[config.mk]
export PLATFORM = sky130hd
export DESIGN_NAME = pipeCore
export DESIGN_NICKNAME = d
export VERILOG_FILES = /design/src/pipePkg.sv /design/src/decodeStage.sv /design/src/executeStage.sv /design/src/hazardUnit.sv /design/src/memoryStage.sv /design/src/pipeCore.sv /design/src/regFile.sv
export SDC_FILE = /design/constraint.sdc
export NUM_CORES = 2
export LEC_CHECK = 0
export BUFFER_PORTS_ARGS = -buffer_cell sky130_fd_sc_hd__buf_2
export CAP_MARGIN = 20
export CORE_ASPECT_RATIO = 0.6
export CORE_MARGIN = 10
export CORE_UTILIZATION = 60
export DETAILED_ROUTE_END_ITERATION = 8
export PLACE_DENSITY = 0.76
export SYNTH_ARGS = -nofsm -noshare
export SYNTH_HDL_FRONTEND = slang
export SYNTH_HIERARCHICAL = 1
export SYNTH_SLANG_ARGS = --single-unit
[constraint.sdc]
create_clock -name clk -period 8.8 [get_ports clk]
set_input_delay 0.44 -clock clk [delete_from_list [all_inputs] [get_ports clk]]
set_output_delay 0.44 -clock clk [all_outputs]
set_load 0.01 [all_outputs]
[src/pipePkg.sv]
package pipePkg;

  // Datapath sizes
  localparam int dataWidth    = 32;
  localparam int regAddrWidth = 4;
  localparam int numRegs      = 16;
  localparam int memAddrWidth = 4;
  localparam int memWords     = 16;
  localparam int opWidth      = 4;   // Opcode field width
  localparam int fwdWidth     = 2;   // Bypass select width

  // Opcodes in the top nibble of the instruction
  localparam logic [opWidth-1:0] opNop = 4'd0;
  localparam logic [opWidth-1:0] opAdd = 4'd1;
  localparam logic [opWidth-1:0] opSub = 4'd2;
  localparam logic [opWidth-1:0] opAnd = 4'd3;
  localparam logic [opWidth-1:0] opOrr = 4'd4;
  localparam logic [opWidth-1:0] opEor = 4'd5;
  localparam logic [opWidth-1:0] opMov = 4'd6;   // Result is operand B
  localparam logic [opWidth-1:0] opLdr = 4'd7;
  localparam logic [opWidth-1:0] opStr = 4'd8;   // Last real opcode

  // Instruction field positions
  localparam int opMsb = 31;
  localparam int opLsb = 28;
  localparam int rdMsb = 27;   // Destination
  localparam int rdLsb = 24;
  localparam int rnMsb = 23;   // First source
  localparam int rnLsb = 20;
  localparam int rmMsb = 19;   // Second source
  localparam int rmLsb = 16;
  localparam int immFlagBit = 15;   // Immediate as operand B
  localparam int immMsb     = 11;   // Immediate is bits 11..0

  // Bypass selects for the execute operands
  localparam logic [fwdWidth-1:0] fwdReg = 2'd0;   // Value read in decode
  localparam logic [fwdWidth-1:0] fwdWb  = 2'd1;   // Write-back result
  localparam logic [fwdWidth-1:0] fwdMem = 2'd2;   // Memory-stage ALU result

endpackage

[src/decodeStage.sv]
module decodeStage (
  input  logic                              clk,
  input  logic                              reset,
  input  logic [pipePkg::dataWidth-1:0]     instr,
  input  logic                              instrValid,
  input  logic                              stall,     // Load-use hold
  output logic [pipePkg::regAddrWidth-1:0]  rnD,
  output logic [pipePkg::regAddrWidth-1:0]  rmD,
  output logic                              validD,
  output logic [pipePkg::opWidth-1:0]       opD,
  output logic [pipePkg::regAddrWidth-1:0]  rdD,
  output logic [pipePkg::dataWidth-1:0]     immD,
  output logic                              immSelD,
  output logic [pipePkg::dataWidth-1:0]     rd1D,
  output logic [pipePkg::dataWidth-1:0]     rd2D,
  output logic [pipePkg::regAddrWidth-1:0]  ra1,       // To register file
  output logic [pipePkg::regAddrWidth-1:0]  ra2,
  input  logic [pipePkg::dataWidth-1:0]     rd1,       // From register file
  input  logic [pipePkg::dataWidth-1:0]     rd2
);

  logic [pipePkg::dataWidth-1:0] instrReg;   // Instruction held in decode
  logic                          validReg;
  logic [pipePkg::opWidth-1:0]   opField;
  logic                          realOp;     // Opcode does actual work

  // Instruction register
  // Keeps its contents while stalled so the source and decode stay in step
  always_ff @(posedge clk) begin
    if (reset) begin
      instrReg <= '0;   // Decodes as a nop
      validReg <= 1'b0;
    end else if (!stall) begin
      instrReg <= instr;
      validReg <= instrValid;
    end
  end

  // Field split
  assign opField = instrReg[pipePkg::opMsb:pipePkg::opLsb];
  assign rdD     = instrReg[pipePkg::rdMsb:pipePkg::rdLsb];
  assign rnD     = instrReg[pipePkg::rnMsb:pipePkg::rnLsb];
  assign rmD     = instrReg[pipePkg::rmMsb:pipePkg::rmLsb];
  assign immSelD = instrReg[pipePkg::immFlagBit];
  assign opD     = opField;

  // Zero-extended 12-bit immediate
  assign immD = {{(pipePkg::dataWidth - pipePkg::immMsb - 1){1'b0}},
                 instrReg[pipePkg::immMsb:0]};

  // Nops and undefined opcodes carry no work down the pipe
  assign realOp = (opField >= pipePkg::opAdd) && (opField <= pipePkg::opStr);
  assign validD = validReg && realOp;

  // Register read
  assign ra1  = rnD;
  assign ra2  = rmD;
  assign rd1D = rd1;   // Already write-first inside the file
  assign rd2D = rd2;

endmodule

[src/executeStage.sv]
module executeStage (
  input  logic                              clk,
  input  logic                              reset,
  input  logic                              stall,     // Insert a bubble
  input  logic [pipePkg::regAddrWidth-1:0]  rnD,
  input  logic [pipePkg::regAddrWidth-1:0]  rmD,
  input  logic                              validD,
  input  logic [pipePkg::opWidth-1:0]       opD,
  input  logic [pipePkg::regAddrWidth-1:0]  rdD,
  input  logic [pipePkg::dataWidth-1:0]     immD,
  input  logic                              immSelD,
  input  logic [pipePkg::dataWidth-1:0]     rd1D,
  input  logic [pipePkg::dataWidth-1:0]     rd2D,
  input  logic [pipePkg::fwdWidth-1:0]      fwdA,
  input  logic [pipePkg::fwdWidth-1:0]      fwdB,
  input  logic [pipePkg::dataWidth-1:0]     aluM,      // Bypass from memory stage
  input  logic [pipePkg::dataWidth-1:0]     resultW,   // Bypass from write-back
  output logic [pipePkg::regAddrWidth-1:0]  rnE,
  output logic [pipePkg::regAddrWidth-1:0]  rmE,
  output logic [pipePkg::regAddrWidth-1:0]  rdE,
  output logic [pipePkg::opWidth-1:0]       opE,
  output logic                              validE,
  output logic [pipePkg::dataWidth-1:0]     aluE,
  output logic [pipePkg::dataWidth-1:0]     storeDataE
);

  logic [pipePkg::dataWidth-1:0] rd1E;
  logic [pipePkg::dataWidth-1:0] rd2E;
  logic [pipePkg::dataWidth-1:0] immE;
  logic                          immSelE;
  logic [pipePkg::dataWidth-1:0] srcA;
  logic [pipePkg::dataWidth-1:0] fwdRm;    // Forwarded second source
  logic [pipePkg::dataWidth-1:0] srcB;
  logic                          memOpE;   // Load or store
  logic                          useImm;

  // Three-way bypass select
  function automatic logic [pipePkg::dataWidth-1:0] bypass(
    input logic [pipePkg::fwdWidth-1:0]  sel,
    input logic [pipePkg::dataWidth-1:0] regVal,
    input logic [pipePkg::dataWidth-1:0] wbVal,
    input logic [pipePkg::dataWidth-1:0] memVal
  );
    case (sel)
      pipePkg::fwdWb:  bypass = wbVal;
      pipePkg::fwdMem: bypass = memVal;
      default:         bypass = regVal;   // fwdReg
    endcase
  endfunction

  // Control half of the pipeline register
  always_ff @(posedge clk) begin
    if (reset || stall) begin
      validE <= 1'b0;   // Bubble on stall
      opE    <= pipePkg::opNop;
    end else begin
      validE <= validD;
      opE    <= opD;
    end
  end

  // Payload half holds during a bubble
  always_ff @(posedge clk) begin
    if (!stall) begin
      rnE     <= rnD;
      rmE     <= rmD;
      rdE     <= rdD;
      rd1E    <= rd1D;
      rd2E    <= rd2D;
      immE    <= immD;
      immSelE <= immSelD;
    end
  end

  // Operand bypass
  assign srcA  = bypass(fwdA, rd1E, resultW, aluM);
  assign fwdRm = bypass(fwdB, rd2E, resultW, aluM);

  // Addresses are always rn plus immediate
  assign memOpE = (opE == pipePkg::opLdr) || (opE == pipePkg::opStr);
  assign useImm = immSelE || memOpE;
  assign srcB   = useImm ? immE : fwdRm;

  assign storeDataE = fwdRm;   // Store writes rm

  // ALU
  always_comb begin
    case (opE)
      pipePkg::opAdd,
      pipePkg::opLdr,
      pipePkg::opStr: aluE = srcA + srcB;
      pipePkg::opSub: aluE = srcA - srcB;
      pipePkg::opAnd: aluE = srcA & srcB;
      pipePkg::opOrr: aluE = srcA | srcB;
      pipePkg::opEor: aluE = srcA ^ srcB;
      pipePkg::opMov: aluE = srcB;
      default:        aluE = '0;   // Nop or undefined
    endcase
  end

endmodule

[src/hazardUnit.sv]
module hazardUnit (
  input  logic [pipePkg::regAddrWidth-1:0]  rnD,
  input  logic [pipePkg::regAddrWidth-1:0]  rmD,
  input  logic                              validD,
  input  logic [pipePkg::regAddrWidth-1:0]  rnE,
  input  logic [pipePkg::regAddrWidth-1:0]  rmE,
  input  logic [pipePkg::regAddrWidth-1:0]  rdE,
  input  logic [pipePkg::opWidth-1:0]       opE,
  input  logic                              validE,
  input  logic [pipePkg::regAddrWidth-1:0]  rdM,
  input  logic                              writeM,
  input  logic [pipePkg::regAddrWidth-1:0]  rdW,
  input  logic                              writeW,
  output logic [pipePkg::fwdWidth-1:0]      fwdA,
  output logic [pipePkg::fwdWidth-1:0]      fwdB,
  output logic                              stall
);

  logic loadE;     // Execute holds a valid load
  logic matchD;    // A decode source needs the load result

  // Bypass choice for one execute source
  // Memory stage wins since it holds the younger write
  function automatic logic [pipePkg::fwdWidth-1:0] pickFwd(
    input logic [pipePkg::regAddrWidth-1:0] src
  );
    if (writeM && (rdM == src)) begin
      pickFwd = pipePkg::fwdMem;
    end else if (writeW && (rdW == src)) begin
      pickFwd = pipePkg::fwdWb;
    end else begin
      pickFwd = pipePkg::fwdReg;
    end
  endfunction

  assign fwdA = pickFwd(rnE);
  assign fwdB = pickFwd(rmE);   // Also feeds store data

  // Load-use check between execute and decode
  // A load never forwards from memory because of this one-cycle hold
  assign loadE  = validE && (opE == pipePkg::opLdr);
  assign matchD = (rdE == rnD) || (rdE == rmD);
  assign stall  = loadE && validD && matchD;

endmodule

[src/memoryStage.sv]
module memoryStage (
  input  logic                              clk,
  input  logic                              reset,
  input  logic [pipePkg::dataWidth-1:0]     aluE,
  input  logic [pipePkg::dataWidth-1:0]     storeDataE,
  input  logic [pipePkg::regAddrWidth-1:0]  rdE,
  input  logic [pipePkg::opWidth-1:0]       opE,
  input  logic                              validE,
  output logic [pipePkg::regAddrWidth-1:0]  rdM,
  output logic                              writeM,
  output logic [pipePkg::dataWidth-1:0]     aluM,
  output logic [pipePkg::regAddrWidth-1:0]  rdW,
  output logic                              writeW,
  output logic [pipePkg::dataWidth-1:0]     resultW,
  output logic                              wbValid,
  output logic [pipePkg::regAddrWidth-1:0]  wbReg,
  output logic [pipePkg::dataWidth-1:0]     wbData
);

  logic                              validM;
  logic [pipePkg::opWidth-1:0]       opM;
  logic [pipePkg::dataWidth-1:0]     storeDataM;
  logic [pipePkg::memAddrWidth-1:0]  memIdx;     // Word index, address mod 16
  logic [pipePkg::dataWidth-1:0]     loadDataM;
  logic [pipePkg::dataWidth-1:0]     loadDataW;
  logic [pipePkg::dataWidth-1:0]     aluW;
  logic                              loadW;      // Write-back takes memory data
  logic [pipePkg::dataWidth-1:0]     dataMem [pipePkg::memWords];

  // Stage control
  always_ff @(posedge clk) begin
    if (reset) begin
      validM <= 1'b0;
      opM    <= pipePkg::opNop;
      writeW <= 1'b0;
      loadW  <= 1'b0;
    end else begin
      validM <= validE;
      opM    <= opE;
      writeW <= writeM;
      loadW  <= validM && (opM == pipePkg::opLdr);
    end
  end

  // Stage payload
  always_ff @(posedge clk) begin
    aluM       <= aluE;
    storeDataM <= storeDataE;
    rdM        <= rdE;
    rdW        <= rdM;
    aluW       <= aluM;
    loadDataW  <= loadDataM;   // Registered load result
  end

  assign memIdx = aluM[pipePkg::memAddrWidth-1:0];

  // Data memory
  always_ff @(posedge clk) begin
    if (reset) begin
      for (int i = 0; i < pipePkg::memWords; i++) begin
        dataMem[i] <= '0;
      end
    end else if (validM && (opM == pipePkg::opStr)) begin
      dataMem[memIdx] <= storeDataM;
    end
  end

  assign loadDataM = dataMem[memIdx];   // Async read

  // Stores and bubbles leave the register file alone
  assign writeM = validM && (opM != pipePkg::opStr);

  assign resultW = loadW ? loadDataW : aluW;

  // Retire port
  assign wbValid = writeW;
  assign wbReg   = rdW;
  assign wbData  = resultW;

endmodule

[src/pipeCore.sv]
module pipeCore (
  input  logic                              clk,
  input  logic                              reset,
  input  logic [pipePkg::dataWidth-1:0]     instr,
  input  logic                              instrValid,
  output logic                              stall,     // Source must hold instr
  output logic                              wbValid,
  output logic [pipePkg::regAddrWidth-1:0]  wbReg,
  output logic [pipePkg::dataWidth-1:0]     wbData
);

  // Decode outputs
  logic [pipePkg::regAddrWidth-1:0] rnD;
  logic [pipePkg::regAddrWidth-1:0] rmD;
  logic [pipePkg::regAddrWidth-1:0] rdD;
  logic                             validD;
  logic [pipePkg::opWidth-1:0]      opD;
  logic [pipePkg::dataWidth-1:0]    immD;
  logic                             immSelD;
  logic [pipePkg::dataWidth-1:0]    rd1D;
  logic [pipePkg::dataWidth-1:0]    rd2D;
  // Register file port
  logic [pipePkg::regAddrWidth-1:0] ra1;
  logic [pipePkg::regAddrWidth-1:0] ra2;
  logic [pipePkg::dataWidth-1:0]    rd1;
  logic [pipePkg::dataWidth-1:0]    rd2;
  // Execute outputs
  logic [pipePkg::regAddrWidth-1:0] rnE;
  logic [pipePkg::regAddrWidth-1:0] rmE;
  logic [pipePkg::regAddrWidth-1:0] rdE;
  logic [pipePkg::opWidth-1:0]      opE;
  logic                             validE;
  logic [pipePkg::dataWidth-1:0]    aluE;
  logic [pipePkg::dataWidth-1:0]    storeDataE;
  // Memory and write-back
  logic [pipePkg::regAddrWidth-1:0] rdM;
  logic                             writeM;
  logic [pipePkg::dataWidth-1:0]    aluM;
  logic [pipePkg::regAddrWidth-1:0] rdW;
  logic                             writeW;
  logic [pipePkg::dataWidth-1:0]    resultW;
  logic [pipePkg::fwdWidth-1:0]     fwdA;   // Bypass selects
  logic [pipePkg::fwdWidth-1:0]     fwdB;

  decodeStage decodeStage_inst (
    .clk(clk), .reset(reset), .instr(instr), .instrValid(instrValid), .stall(stall),
    .rnD(rnD), .rmD(rmD), .validD(validD), .opD(opD), .rdD(rdD),
    .immD(immD), .immSelD(immSelD), .rd1D(rd1D), .rd2D(rd2D),
    .ra1(ra1), .ra2(ra2), .rd1(rd1), .rd2(rd2)
  );

  regFile regFile_inst (
    .clk(clk), .reset(reset), .ra1(ra1), .ra2(ra2), .rd1(rd1), .rd2(rd2),
    .we(writeW), .wa(rdW), .wd(resultW)   // Written from write-back
  );

  hazardUnit hazardUnit_inst (
    .rnD(rnD), .rmD(rmD), .validD(validD),
    .rnE(rnE), .rmE(rmE), .rdE(rdE), .opE(opE), .validE(validE),
    .rdM(rdM), .writeM(writeM), .rdW(rdW), .writeW(writeW),
    .fwdA(fwdA), .fwdB(fwdB), .stall(stall)
  );

  executeStage executeStage_inst (
    .clk(clk), .reset(reset), .stall(stall),
    .rnD(rnD), .rmD(rmD), .validD(validD), .opD(opD), .rdD(rdD),
    .immD(immD), .immSelD(immSelD), .rd1D(rd1D), .rd2D(rd2D),
    .fwdA(fwdA), .fwdB(fwdB), .aluM(aluM), .resultW(resultW),
    .rnE(rnE), .rmE(rmE), .rdE(rdE), .opE(opE), .validE(validE),
    .aluE(aluE), .storeDataE(storeDataE)
  );

  memoryStage memoryStage_inst (
    .clk(clk), .reset(reset), .aluE(aluE), .storeDataE(storeDataE),
    .rdE(rdE), .opE(opE), .validE(validE),
    .rdM(rdM), .writeM(writeM), .aluM(aluM),
    .rdW(rdW), .writeW(writeW), .resultW(resultW),
    .wbValid(wbValid), .wbReg(wbReg), .wbData(wbData)
  );

endmodule

[src/regFile.sv]
module regFile (
  input  logic                              clk,
  input  logic                              reset,
  input  logic [pipePkg::regAddrWidth-1:0]  ra1,   // Read port 1 index
  input  logic [pipePkg::regAddrWidth-1:0]  ra2,   // Read port 2 index
  output logic [pipePkg::dataWidth-1:0]     rd1,
  output logic [pipePkg::dataWidth-1:0]     rd2,
  input  logic                              we,    // Write enable from write-back
  input  logic [pipePkg::regAddrWidth-1:0]  wa,
  input  logic [pipePkg::dataWidth-1:0]     wd
);

  logic [pipePkg::dataWidth-1:0] regs [pipePkg::numRegs];

  always_ff @(posedge clk) begin
    if (reset) begin
      for (int i = 0; i < pipePkg::numRegs; i++) begin
        regs[i] <= '0;   // All registers start at zero
      end
    end else if (we) begin
      regs[wa] <= wd;
    end
  end

  // Write-first read
  // A same-cycle write shows up at the read port so decode gets the new value
  assign rd1 = (we && (wa == ra1)) ? wd : regs[ra1];
  assign rd2 = (we && (wa == ra2)) ? wd : regs[ra2];

endmodule

==> impl_metrics.toml <==
[floorplanning]
die_area_um2 = 121000
start_util_pct = 60.3
die_x_um = 443
die_h_um = 274
rows = 93
io-pin-count = 73
core_um2 = 107000

[route]
wl_um = 179000
first_iter_violations = 6060
route.met3.wl_um = 25600
wl_met1_um = 73100
first_pass_iters = 6
vias = 41200
wl_met2_um = 76100
topRoutingLayerUsed = "met4"
drc = 0
final_antenna_net_count = 0
avgRoutedWirePerCell_um = 29.0
vias_per_cell = 6.69

[worst_setup_path]
cp_slowest_stage_delay_ps = 1030
crit_arrival_ps = 8600
crit_path_start_kind = "register"
slowest_stage = "ha_2"
cp_max_fo = 48
worst-path-buf-inv = 1
reg2reg_from = "memoryStage_inst/opM[1]$_SDFF_PP0_"
crit_type = "reg -> reg"
reg2reg_depth = 22
worstPathCellList = "or4b_1 -> and2_1 -> nand2_1 -> nor4_1 -> nor2_1 -> inv_1 -> ha_2 -> o21ai_0 -> o31ai_1 -> o2111ai_1 -> a211oi_2 -> a21boi_2 -> a21boi_4 -> nand2_1 -> xnor2_1 -> ha_1 -> o21a_1 -> o21ai_0 -> a2111oi_0 -> o31a_1 -> or3_1 -> a31o_2"
regToRegSetupSlack_ps = 840
critical_path_required_ps = 9430
cp_top_family = "compound AO/OA/AOI/OAI gates"
cp.depth = 22
endpoint_kind = "register"
r2r_end = "memoryStage_inst/aluM[28]$_DFF_P_"

[power]
ir_drop_v = 0.000176
power.density_nw_per_um2 = 213
total_power_mw = 14.8
p_leak_nw = 24.7

[min_path]
holdCritStartpoint = "reset"
hold_depth = 2
hp-class = "in -> reg"
min_to = "decodeStage_inst/instrReg[22]$_SDFFE_PP0N_"

[synth]
syn_inst = 4784
async_flop_share_pct = 0
synth_area_um2 = 64500
syn_avg_cell_area_um2 = 13.5
yosys_warnings = 6
synth_top_area_share_pct = 52.7
synth_cell_types = 81
synth.area.top_cells = "edfxtp_1, mux4_2, dfxtp_1"
synth_area_leader_cell = "edfxtp_1"
synth_edf_count = 1133
synth_ff_type = "edfxtp_1"
seq_area_frac_synth_pct = 58.3
ys_ff_latch = 1311

[clock_network]
clock_latency_ps = 750
clockBufferDepth = 3
clock-root-buffer = "clkbuf_16"
htree_levels = 3
clk_pin_slew_worst_paths_ps = 70
cts_sinks = 1311
cts_buffers = 115
post-cts-setup-buffers = 0
tritoncts = "yes"

[timing]
clock_skew_ps = 25.6
hold_viol = 0
final-setup-viol-count = 0
slew_viol_final = 0
period_share_pct = 90.5
whs_ps = 219
fin_crit_ps = 7960
clock.fmax_mhz = 126
relSlewSlack_pct = 26.1
worst_slew_pin_slew_ps = 1110
tns_ps = 0
rsz0062_at_grt = "false"

[grt]
antenna_found_initial = 3
overflow = 0
grt_max_degree = 133
track_usage_pct = 28.9
grt_pass1_vias = 40400
grt_pass1_wl_um = 263000

[layout]
fin_cells = 6164
final_cell_area_um2 = 69700
mostFrequentLayoutCell = "edfxtp_1"
mostFrequentLayoutCells = "edfxtp_1, nor2_1, and2_1"
fillers = 7520
syn_to_final_growth_pct = 8.06
nets = 4778
post_route_cells_drive_above_1_share_pct = 19.8

[run_status]
outcome = "completed"

[placement]
portBuffers = 69
finalWeightedCongestion = 0.931
dpl.hpwl_um = 108000
place_inst = 5913
dpl_cell_area_um2 = 65500

[run]
drv_cap = 0
==> routing by layer <==
layer | up-vias | track usage [%]
met5 | - | 0
met4 | 0 | 7.10
met3 | 289 | 9.93
met2 | 2843 | 40.8
met1 | 20800 | 43.1
li1 | 17300 | -
==> area by class of cell <==
class,count,area [um2],area share [%]
Inverter,86,325,0.467
Timing Repair Buffer,203,1460,2.10
Multi-Input combinational cell,2919,24700,35.4
Sequential cell,1311,37600,54.0
Clock buffer,155,3280,4.70
Tap cell,1425,1780,2.56
Antenna cell,3,7.51,0.0108
Clock inverter,62,592,0.849
==> flip-flops by register name (all words and copies together) (netlist names), 4 cells and up <==
register / flops
decodeStage_inst/instrReg: 29
executeStage_inst/immE: 32
executeStage_inst/opE: 4
executeStage_inst/rd1E: 32
executeStage_inst/rd2E: 32
executeStage_inst/rdE: 4
executeStage_inst/rmE: 4
executeStage_inst/rnE: 4
memoryStage_inst/aluM: 32
memoryStage_inst/aluW: 32
memoryStage_inst/dataMem: 512
memoryStage_inst/loadDataW: 32
memoryStage_inst/opM: 4
memoryStage_inst/rdM: 4
memoryStage_inst/rdW: 4
memoryStage_inst/storeDataM: 32
regFile_inst/regs: 512
==> worst reg2reg max path, stage by stage (launching register included) <==
cell	delay, ps
dfxtp_1	320
or4b_1	540
and2_1	200
nand2_1	60
nor4_1	90
nor2_1	180
inv_1	70
ha_2	1030
o21ai_0	480
o31ai_1	620
o2111ai_1	450
a211oi_2	440
a21boi_2	380
a21boi_4	390
nand2_1	120
xnor2_1	140
ha_1	370
o21a_1	210
o21ai_0	530
a2111oi_0	280
o31a_1	370
or3_1	330
a31o_2	250
==> cell families after synthesis <==
kind of cell	after synthesis	synth area share [%]
AOI/OAI and AO/OA	546	5.99
xor gates and xnor gates	88	1.19
adders and majority gates	107	2.09
buffers and inverters	573	4.30
DFF	1311	58.3
muxes	542	16.1
other	1	0.00581
and+or+nand+nor	1616	12.0
==> report_power, final <==
group,internal [mW],total [mW],switching [mW],leakage (nW)
combinational,0.800,2.22,1.41,9.50
clock,2.91,5.25,2.34,1.90
sequential,7.10,7.36,0.264,13.3
total,10.8,14.8,4.02,24.7
==> how the worst max path moves through the flow <==
stage,slack (ps),endpoint,start
after floorplan,3130,memoryStage_inst/aluM[28]$_DFF_P_,memoryStage_inst/opM[1]$_SDFF_PP0_
after global placement,1380,memoryStage_inst/aluM[28]$_DFF_P_,memoryStage_inst/opM[1]$_SDFF_PP0_
after detailed placement,1290,memoryStage_inst/aluM[28]$_DFF_P_,memoryStage_inst/opM[1]$_SDFF_PP0_
after CTS,1240,memoryStage_inst/aluM[28]$_DFF_P_,memoryStage_inst/opM[1]$_SDFF_PP0_
after global routing,580,memoryStage_inst/aluM[28]$_DFF_P_,memoryStage_inst/opM[1]$_SDFF_PP0_
final,840,memoryStage_inst/aluM[28]$_DFF_P_,memoryStage_inst/opM[1]$_SDFF_PP0_
==> metrics by stage <==
| step | util, % | setup slack, ps |
|---|---|---|
| 5_1_grt | 65.2 | 581 |
| 3_3_place_gp | 61.3 | 1380 |
| 2_1_floorplan | - | 3130 |
| 4_1_cts | 65.2 | 1240 |
| 3_5_place_dp | 61.3 | 1290 |
| 6_report | 65.2 | 838 |
==> repair_timing <==
| item | 4_1_cts | 5_1_grt |
|---|---|---|
| hold endpoints to repair | 30 | 0 |
| resized for setup | 0 | 0 |
| hold buffers | 30 | 0 |
==> cells in the mapped netlist, drive strengths merged, types with 4 or more instances <==
cell,n
clkbuf,266
mux2,96
dfxtp,178
nand2b,10
nand3,16
a221oi,33
nand4b,4
and2,528
xor2,33
edfxtp,1133
inv,86
mux4,386
a22oi,251
or2,20
nor2b,18
a21o,11
nor2,629
a31oi,7
or3,8
o21ai,106
a211oi,5
o211ai,6
o221ai,23
nand4,5
mux2i,60
ha,106
buf,221
nand2,325
xnor2,55
a21boi,5
nor3,31
nor4,9
a21oi,46
o31ai,18
o21a,6
No activity file was read; power rests on OpenSTA's default activity.
